`src/logic/adc_pkg.sv`:
```
`default_nettype none

package adc_pkg;

    // sample and frame sizes
    localparam int W_DATA  = 18;
    localparam int W_CHAN  = 3;
    localparam int N_CHAN  = 8;
    localparam int W_FRAME = 24;
    localparam int W_PAD   = W_FRAME - W_CHAN - W_DATA;

    // frame timing in system clocks, two clocks per serial bit
    localparam int FRAME_CYCLES = 64;
    localparam int SHIFT_CYCLES = 48;
    localparam int W_FCNT       = $clog2(FRAME_CYCLES);

    // oversampling
    localparam int N_OVS    = 4;
    localparam int LOG2_OVS = 2;
    localparam int W_ACC    = W_DATA + LOG2_OVS;

    // serializer state codes
    localparam int W_STATE = 3;
    localparam logic [W_STATE-1:0] ST_WAIT_DVH = 3'd0;
    localparam logic [W_STATE-1:0] ST_HOLD     = 3'd1;
    localparam logic [W_STATE-1:0] ST_SEND_A   = 3'd2;
    localparam logic [W_STATE-1:0] ST_SEND_B   = 3'd3;
    localparam logic [W_STATE-1:0] ST_WAIT_DVL = 3'd4;

    // serial frame, seen as shifted bits or as decoded fields
    typedef union packed {
        logic [W_FRAME-1:0] raw;
        struct packed {
            logic [W_CHAN-1:0] chan;
            logic [W_PAD-1:0]  pad;
            logic [W_DATA-1:0] data;
        } fields;
    } adc_frame_t;

    // decoded sample as passed between blocks
    typedef struct packed {
        logic [W_CHAN-1:0] chan;
        logic [W_DATA-1:0] data;
    } adc_sample_t;

endpackage

`default_nettype wire

```
`src/logic/adc_serial_reader.sv`:
```
`timescale 1ns/10ps
`default_nettype none

module adc_serial_reader import adc_pkg::*; (
    input  wire logic        sys_clk_in,
    input  wire logic        reset_in,
    // converter serial port
    input  wire logic        sdo,
    output logic             cs_n,
    output logic             sclk,
    // decoded sample
    output logic             dv,
    output adc_sample_t      sample
);

    //////////////////////////////////////////////////
    // frame counter
    //////////////////////////////////////////////////

    logic [W_FCNT-1:0] frame_cnt;
    logic [W_FCNT-1:0] cnt_next;
    logic              in_window_next;
    logic              shift_en;
    logic              frame_end;
    logic              frame_start;
    adc_frame_t        frame;

    // wraps at the last count of the frame
    assign cnt_next = (frame_cnt == W_FCNT'(FRAME_CYCLES - 1)) ? '0 : frame_cnt + 1'b1;

    // chip select window for the coming cycle
    assign in_window_next = cnt_next < W_FCNT'(SHIFT_CYCLES);

    // sclk goes high on odd counts, bit taken on that edge
    assign shift_en = in_window_next & cnt_next[0];

    // last cycle with cs_n low, frame fully shifted in
    assign frame_end = frame_cnt == W_FCNT'(SHIFT_CYCLES - 1);

    // cs_n about to fall
    assign frame_start = cnt_next == '0;

    // held at the last count so count 0 is the first cycle out of reset
    always_ff @(posedge sys_clk_in) begin
        if (reset_in) begin
            frame_cnt <= W_FCNT'(FRAME_CYCLES - 1);
        end else begin
            frame_cnt <= cnt_next;
        end
    end

    //////////////////////////////////////////////////
    // serial port outputs
    //////////////////////////////////////////////////

    // both registered from the next count, no glitches on the pins
    always_ff @(posedge sys_clk_in) begin
        if (reset_in) begin
            cs_n <= 1'b1;
            sclk <= 1'b0;
        end else begin
            cs_n <= ~in_window_next;
            sclk <= shift_en;
        end
    end

    //////////////////////////////////////////////////
    // shift and decode
    //////////////////////////////////////////////////

    // msb first into the raw view
    always_ff @(posedge sys_clk_in) begin
        if (shift_en) begin
            frame.raw <= {frame.raw[W_FRAME-2:0], sdo};
        end
    end

    // pad bits dropped here
    always_ff @(posedge sys_clk_in) begin
        if (frame_end) begin
            sample.chan <= frame.fields.chan;
            sample.data <= frame.fields.data;
        end
    end

    // valid from frame end until next cs_n fall
    always_ff @(posedge sys_clk_in) begin
        if (reset_in) begin
            dv <= 1'b0;
        end else if (frame_end) begin
            dv <= 1'b1;
        end else if (frame_start) begin
            dv <= 1'b0;
        end
    end

endmodule

`default_nettype wire

```
`src/logic/sample_serializer.sv`:
```
`timescale 1ns/10ps
`default_nettype none

module sample_serializer import adc_pkg::*; (
    input  wire logic        sys_clk_in,
    input  wire logic        reset_in,
    // from the two readers
    input  wire logic        dv_a,
    input  wire logic        dv_b,
    input  wire adc_sample_t sample_a,
    input  wire adc_sample_t sample_b,
    // to the filter
    output logic             word_valid,
    output adc_sample_t      word
);

    //////////////////////////////////////////////////
    // internal state
    //////////////////////////////////////////////////

    logic [W_STATE-1:0] cur_state;
    logic [W_STATE-1:0] next_state;
    adc_sample_t        word_a;
    adc_sample_t        word_b;
    logic               both_high;
    logic               both_low;

    assign both_high = dv_a & dv_b;
    assign both_low  = ~dv_a & ~dv_b;

    //////////////////////////////////////////////////
    // sample latches
    //////////////////////////////////////////////////

    // taken as the fsm leaves the wait state
    always_ff @(posedge sys_clk_in) begin
        if (cur_state == ST_WAIT_DVH && both_high) begin
            word_a <= sample_a;
            word_b <= sample_b;
        end
    end

    //////////////////////////////////////////////////
    // fsm
    //////////////////////////////////////////////////

    always_ff @(posedge sys_clk_in) begin
        if (reset_in) begin
            cur_state <= ST_WAIT_DVH;
        end else begin
            cur_state <= next_state;
        end
    end

    always_comb begin
        next_state = cur_state;
        case (cur_state)
            // both readers must have a fresh sample
            ST_WAIT_DVH: begin
                if (both_high) begin
                    next_state = ST_HOLD;
                end
            end
            // one cycle of hold on the latched words
            ST_HOLD:   next_state = ST_SEND_A;
            ST_SEND_A: next_state = ST_SEND_B;
            ST_SEND_B: next_state = ST_WAIT_DVL;
            // rearm only once both frames have restarted
            ST_WAIT_DVL: begin
                if (both_low) begin
                    next_state = ST_WAIT_DVH;
                end
            end
            default:   next_state = ST_WAIT_DVH;
        endcase
    end

    //////////////////////////////////////////////////
    // output decode
    //////////////////////////////////////////////////

    // a first then b, zero elsewhere
    always_comb begin
        case (cur_state)
            ST_SEND_A: begin
                word_valid = 1'b1;
                word       = word_a;
            end
            ST_SEND_B: begin
                word_valid = 1'b1;
                word       = word_b;
            end
            default: begin
                word_valid = 1'b0;
                word       = '0;
            end
        endcase
    end

endmodule

`default_nettype wire

```
`src/logic/oversample_filter.sv`:
```
`timescale 1ns/10ps
`default_nettype none

module oversample_filter import adc_pkg::*; (
    input  wire logic              sys_clk_in,
    input  wire logic              reset_in,
    // serialized words
    input  wire logic              word_valid,
    input  wire adc_sample_t       word,
    // averaged result
    output logic                   avg_valid,
    output logic [W_CHAN-1:0]      avg_chan,
    output logic [W_DATA-1:0]      avg_data
);

    //////////////////////////////////////////////////
    // per-channel accumulators
    //////////////////////////////////////////////////

    logic [W_ACC-1:0]    acc   [N_CHAN];
    logic [LOG2_OVS-1:0] count [N_CHAN];
    logic [W_ACC-1:0]    acc_sum;
    logic                last_sample;

    // running sum including the incoming word
    assign acc_sum = acc[word.chan] + W_ACC'(word.data);

    // this word completes the set for its channel
    assign last_sample = count[word.chan] == LOG2_OVS'(N_OVS - 1);

    always_ff @(posedge sys_clk_in) begin
        if (reset_in) begin
            for (int i = 0; i < N_CHAN; i++) begin
                acc[i]   <= '0;
                count[i] <= '0;
            end
        end else if (word_valid) begin
            // channel starts over after its result
            if (last_sample) begin
                acc[word.chan]   <= '0;
                count[word.chan] <= '0;
            end else begin
                acc[word.chan]   <= acc_sum;
                count[word.chan] <= count[word.chan] + 1'b1;
            end
        end
    end

    //////////////////////////////////////////////////
    // result register
    //////////////////////////////////////////////////

    always_ff @(posedge sys_clk_in) begin
        if (reset_in) begin
            avg_valid <= 1'b0;
        end else begin
            avg_valid <= word_valid & last_sample;
        end
    end

    // divide by shift, low bits truncated
    always_ff @(posedge sys_clk_in) begin
        if (word_valid && last_sample) begin
            avg_chan <= word.chan;
            avg_data <= acc_sum[W_ACC-1:LOG2_OVS];
        end
    end

endmodule

`default_nettype wire

```
`src/logic/adc_subsystem.sv`:
```
`timescale 1ns/10ps
`default_nettype none

module adc_subsystem import adc_pkg::*; (
    input  wire logic         sys_clk_in,
    input  wire logic         reset_in,
    // converter a
    output logic              adc_a_cs_n,
    output logic              adc_a_sclk,
    input  wire logic         adc_a_sdo,
    // converter b
    output logic              adc_b_cs_n,
    output logic              adc_b_sclk,
    input  wire logic         adc_b_sdo,
    // averaged results
    output logic              avg_valid,
    output logic [W_CHAN-1:0] avg_chan,
    output logic [W_DATA-1:0] avg_data
);

    //////////////////////////////////////////////////
    // interconnect
    //////////////////////////////////////////////////

    adc_sample_t sample_a;
    adc_sample_t sample_b;
    logic        dv_a;
    logic        dv_b;
    adc_sample_t word;
    logic        word_valid;

    // readers share reset so their frames stay aligned
    adc_serial_reader reader_a (
        .sys_clk_in (sys_clk_in),
        .reset_in   (reset_in),
        .sdo        (adc_a_sdo),
        .cs_n       (adc_a_cs_n),
        .sclk       (adc_a_sclk),
        .dv         (dv_a),
        .sample     (sample_a)
    );

    adc_serial_reader reader_b (
        .sys_clk_in (sys_clk_in),
        .reset_in   (reset_in),
        .sdo        (adc_b_sdo),
        .cs_n       (adc_b_cs_n),
        .sclk       (adc_b_sclk),
        .dv         (dv_b),
        .sample     (sample_b)
    );

    // two samples in, one word at a time out
    sample_serializer sample_serializer (
        .sys_clk_in (sys_clk_in),
        .reset_in   (reset_in),
        .dv_a       (dv_a),
        .dv_b       (dv_b),
        .sample_a   (sample_a),
        .sample_b   (sample_b),
        .word_valid (word_valid),
        .word       (word)
    );

    oversample_filter oversample_filter (
        .sys_clk_in (sys_clk_in),
        .reset_in   (reset_in),
        .word_valid (word_valid),
        .word       (word),
        .avg_valid  (avg_valid),
        .avg_chan   (avg_chan),
        .avg_data   (avg_data)
    );

endmodule

`default_nettype wire

```
`config.mk`:
```
export PLATFORM = sky130hd
export DESIGN_NAME = adc_subsystem
export DESIGN_NICKNAME = d
export VERILOG_FILES = /design/src/logic/adc_pkg.sv /design/src/logic/adc_serial_reader.sv /design/src/logic/sample_serializer.sv /design/src/logic/oversample_filter.sv /design/src/logic/adc_subsystem.sv
export SDC_FILE = /design/constraint.sdc
export NUM_CORES = 1
export LEC_CHECK = 0
export BUFFER_PORTS_ARGS = -buffer_cell sky130_fd_sc_hd__clkbuf_2
export CELL_PAD_IN_SITES_DETAIL_PLACEMENT = 0
export CELL_PAD_IN_SITES_GLOBAL_PLACEMENT = 1
export CORE_MARGIN = 2
export CORE_UTILIZATION = 52
export DETAILED_ROUTE_END_ITERATION = 6
export PLACE_DENSITY = 0.82
export SLEW_MARGIN = 40
export SYNTH_ARGS = -nofsm -noshare
export SYNTH_HDL_FRONTEND = slang
export SYNTH_HIERARCHICAL = 1
export SYNTH_SLANG_ARGS = --single-unit
```
`constraint.sdc`:
```
create_clock -name sys_clk_in -period 5.1 [get_ports sys_clk_in]
set_input_delay 0.255 -clock sys_clk_in [delete_from_list [all_inputs] [get_ports sys_clk_in]]
set_output_delay 0.255 -clock sys_clk_in [all_outputs]
set_load 0.005 [all_outputs]
```
==> results.md <==
* Routability congestion estimate from global placement at 0.919
* Num ports at 30
* Minimum clock period at 4.74 ns
* Overall routed net length at 32300 um
* CTS tree: done
* Clock Latency Late Sink at 0.52 ns
* Internal Power at 0.00529 W
* FF+latch count, synth at 351
* Status: finished clean
* WP data arrival at 5.11 ns
* Starting Density at 53.2%
* Total Nets Final at 1134
* Non-Filler Instances at 1508
* Comb power frac at 6.9%
* # placed instances at 1439
* Clock Path Buffers at 3
* Die footprint at 29100 sq um
* Fillers at 2049
* Register area share after synthesis at 71.6%
* Antenna violations before repair at 0
* EDFF count, synth at 329
* Worst-path fanout max at 9
* DRC Markers at 0
* Pins Over Slew Limit at 0
* Total track usage at 22.9%
* Synth Instances at 1034
* Clock Skew at 0.0119 ns
* Root Driver: clkbuf_16
* Syn nets at 1060
* Post-DRT Antenna Nets at 0
* Vias in the first global route at 8574
* Switching pwr at 0.00150 W
* Fin crit share at 92.9%
* Clock share of power at 40.3%
* Primary FF master, synth: edfxtp_1
* Die height at 170 um
* RSZ-0062 raised after global routing: no
* Die X at 170 um
* Final Hold Fails at 0
* Mapped cell area at 14400 sq um
* Synth Area in XOR/XNOR at 1.50%
* CP Capture Type: register
* Detailed Route Iter0 Violations at 814
* Via/cell ratio at 5.82
* CP Launch Type: register
* Largest net degree at the start of global routing at 43
* Tightest Pin Transition at 0.788 ns
* Worst path required time at 5.48 ns
* DR vias at 8770
* Simple-gate share of the synthesized area at 12.5%
* Core footprint at 27100 sq um
* Flop pwr share at 52.7%
* Total CTS buffers at 36
* Syn_area_per_cell at 13.9 sq um
* Peak supply drop at 0.000310 V
* Compound-Gate Fraction of Synth Area at 7.49%
* P&R area growth vs syn at 14.5%
* Gr ovfl total at 0
* Leakage at 5.75 nW
* Wire length of the first global-routing pass at 49600 um
* Crit path kind: reg -> reg
* Switching Share at 22.1%
* H-tree level count at 2
* Final HPWL DP at 20600 um
* Combinational family with the most area after synthesis: simple AND/OR/NAND/NOR gates
* Hold Crit Class: in -> reg
* Post-synth cell types at 65
* Setup TNS at 0 ns
* Post-Synth Adder-Cell Area at 1.96%
* Max-cap violations at 0
* YS warnings at 6
* Rows at 60
* Antenna cells at 0
* Post-synthesis mux area share at 2.56%
* Final setup fails at 0
* Power per cell area at 411 nW/um^2
* FFs w/ async S/R, synth at 0%
* Drt pass-1 iters at 5
* Worst slew margin at 47.1%
* Fmax at 0.211 GHz
* WL/cell at 21.4 um
* TritonCTS Sinks at 351
* Layout cells sized above 1 at 16.3%
* Clk slew on worst S/H paths at 0.06 ns
* Port Buffers at 29
-- registers in the layout, indices dropped and copies added (netlist names), 3 cells and up --
signal	flops
reader_b/frame	24
reader_a/frame_cnt	6
oversample_filter/count	16
reader_a/sample	21
sample_serializer/word_b	21
sample_serializer/word_a	21
oversample_filter/avg_data	18
sample_serializer/cur_state	3
oversample_filter/avg_chan	3
reader_b/frame_cnt	6
reader_b/sample	21
oversample_filter/acc	160
reader_a/frame	24
-- synth_stat cells (20+ instances only) --
master | count | area [sq um]
a22oi_1 | 54 | 405
nand2_1 | 41 | 154
clkbuf_1 | 28 | 105
a21oi_1 | 26 | 130
ha_1 | 21 | 263
nand3_1 | 27 | 135
nor2_1 | 200 | 751
edfxtp_1 | 329 | 9880
mux2i_1 | 29 | 290
dfxtp_1 | 22 | 440
nand2b_1 | 24 | 150
inv_1 | 20 | 75.1
-- path summary, 6_finish.rpt --
| check | startpoint | to | slack, ns | cells after the start |
|---|---|---|---|---|
| setup reg to reg | sample_serializer/cur_state[2]$_SDFFE_PP0P_ | oversample_filter/acc[3][16]$_SDFFCE_PN0P_ | 0.36 | 16 |
| setup / recovery | sample_serializer/cur_state[2]$_SDFFE_PP0P_ | oversample_filter/acc[3][16]$_SDFFCE_PN0P_ | 0.36 | 16 |
| hold / removal | reset_in | sample_serializer/cur_state[0]$_SDFFE_PP0P_ | 0.27 | 3 |
| hold reg to reg | reader_b/sample[5]$_DFFE_PP_ | sample_serializer/word_b[5]$_DFFE_PP_ | 0.42 | 0 |
-- kinds of logic after synthesis --
| group | after synthesis |
|---|---|
| AOI/OAI and AO/OA | 151 |
| xor gates and xnor gates | 23 |
| adders and majority gates | 22 |
| buffers and inverters | 70 |
| DFF | 351 |
| muxes | 33 |
| and+or+nand+nor | 384 |
-- worst max-delay path, stage by stage (launching register included) --
cell and delay, ns:
dfxtp_1 0.37, nand2b_2 0.24, nor2_2 0.43, nor2b_1 0.19
and2_1 0.35, buf_4 0.25, a22o_1 0.23, a221oi_1 0.23
nand3_1 0.22, ha_1 0.42, a21o_1 0.23, a21o_1 0.18
a21oi_1 0.26, mux2_2 0.38, a31oi_1 0.15, nand2_1 0.25
nor2_1 0.17
-- cells in the final DEF, fill, tap and decap left out, types with 11 or more instances in the layout --
master and instances:
a21oi_1 26, a22oi_1 54, buf_4 54, clkbuf_16 38, clkbuf_2 29, dfxtp_1 22, edfxtp_1 329, ha_1 21
inv_1 20, mux2i_1 29, nand2_1 41, nand2b_1 24, nand3_1 27, nand4_1 14, nor2_1 199, nor2_2 19
o21ai_0 13, xnor2_1 11
-- power by group through the flow --
stage	Sequential, W	Combinational (W)	Clock, W
2_1_floorplan	0.00358	0.000365	0
3_3_place_gp	0.00363	0.000461	0
3_5_place_dp	0.00364	0.000471	0
4_1_cts	0.00358	0.000474	0.00279
5_1_grt	0.00361	0.000524	0.00290
6_report	0.00358	0.000471	0.00274
-- per-layer routing --
layer  track usage, %  wire [um]  up-vias
met4             8.32        969        0
met1             32.1      13500     4280
met2             36.7      15200      402
met5                0          0        -
met3             3.70       2600       79
li1                 -          -     4009
-- stage by stage --
| step | utilization, % | worst slack, ns | area [sq um] | hold slack (ns) | total power [W] |
|---|---|---|---|---|---|
| floorplan | - | 0.749 | 14400 | 0.328 | 0.00394 |
| global placement | 56.0 | 0.464 | 15200 | 0.401 | 0.00409 |
| detailed placement | 56.1 | 0.365 | 15200 | 0.405 | 0.00411 |
| CTS | 60.8 | 0.339 | 16500 | 0.263 | 0.00685 |
| global route | 60.9 | 0.0312 | 16500 | 0.288 | 0.00703 |
| finish | 60.9 | 0.364 | 16500 | 0.273 | 0.00679 |
-- repair_timing --
action                                  in CTS  in global routing
endpoints found under the setup margin       0                 18
endpoints found under the hold margin        2                  0
setup buffers                                0                  1
gates resized for setup                      0                  1
hold buffers                                 2                  0
-- cell type report --
type                    count  area [sq um]  area share [%]
flip-flops and latches    351         10300            62.5
multi-input cells         613          3810            23.1
clock buffers              41           962            5.83
repair buffers             85           571            3.46
well taps                 372           465            2.82
clock inverters            25           297            1.80
inverters                  21          78.8           0.478
(Power assumes the default switching activity.)
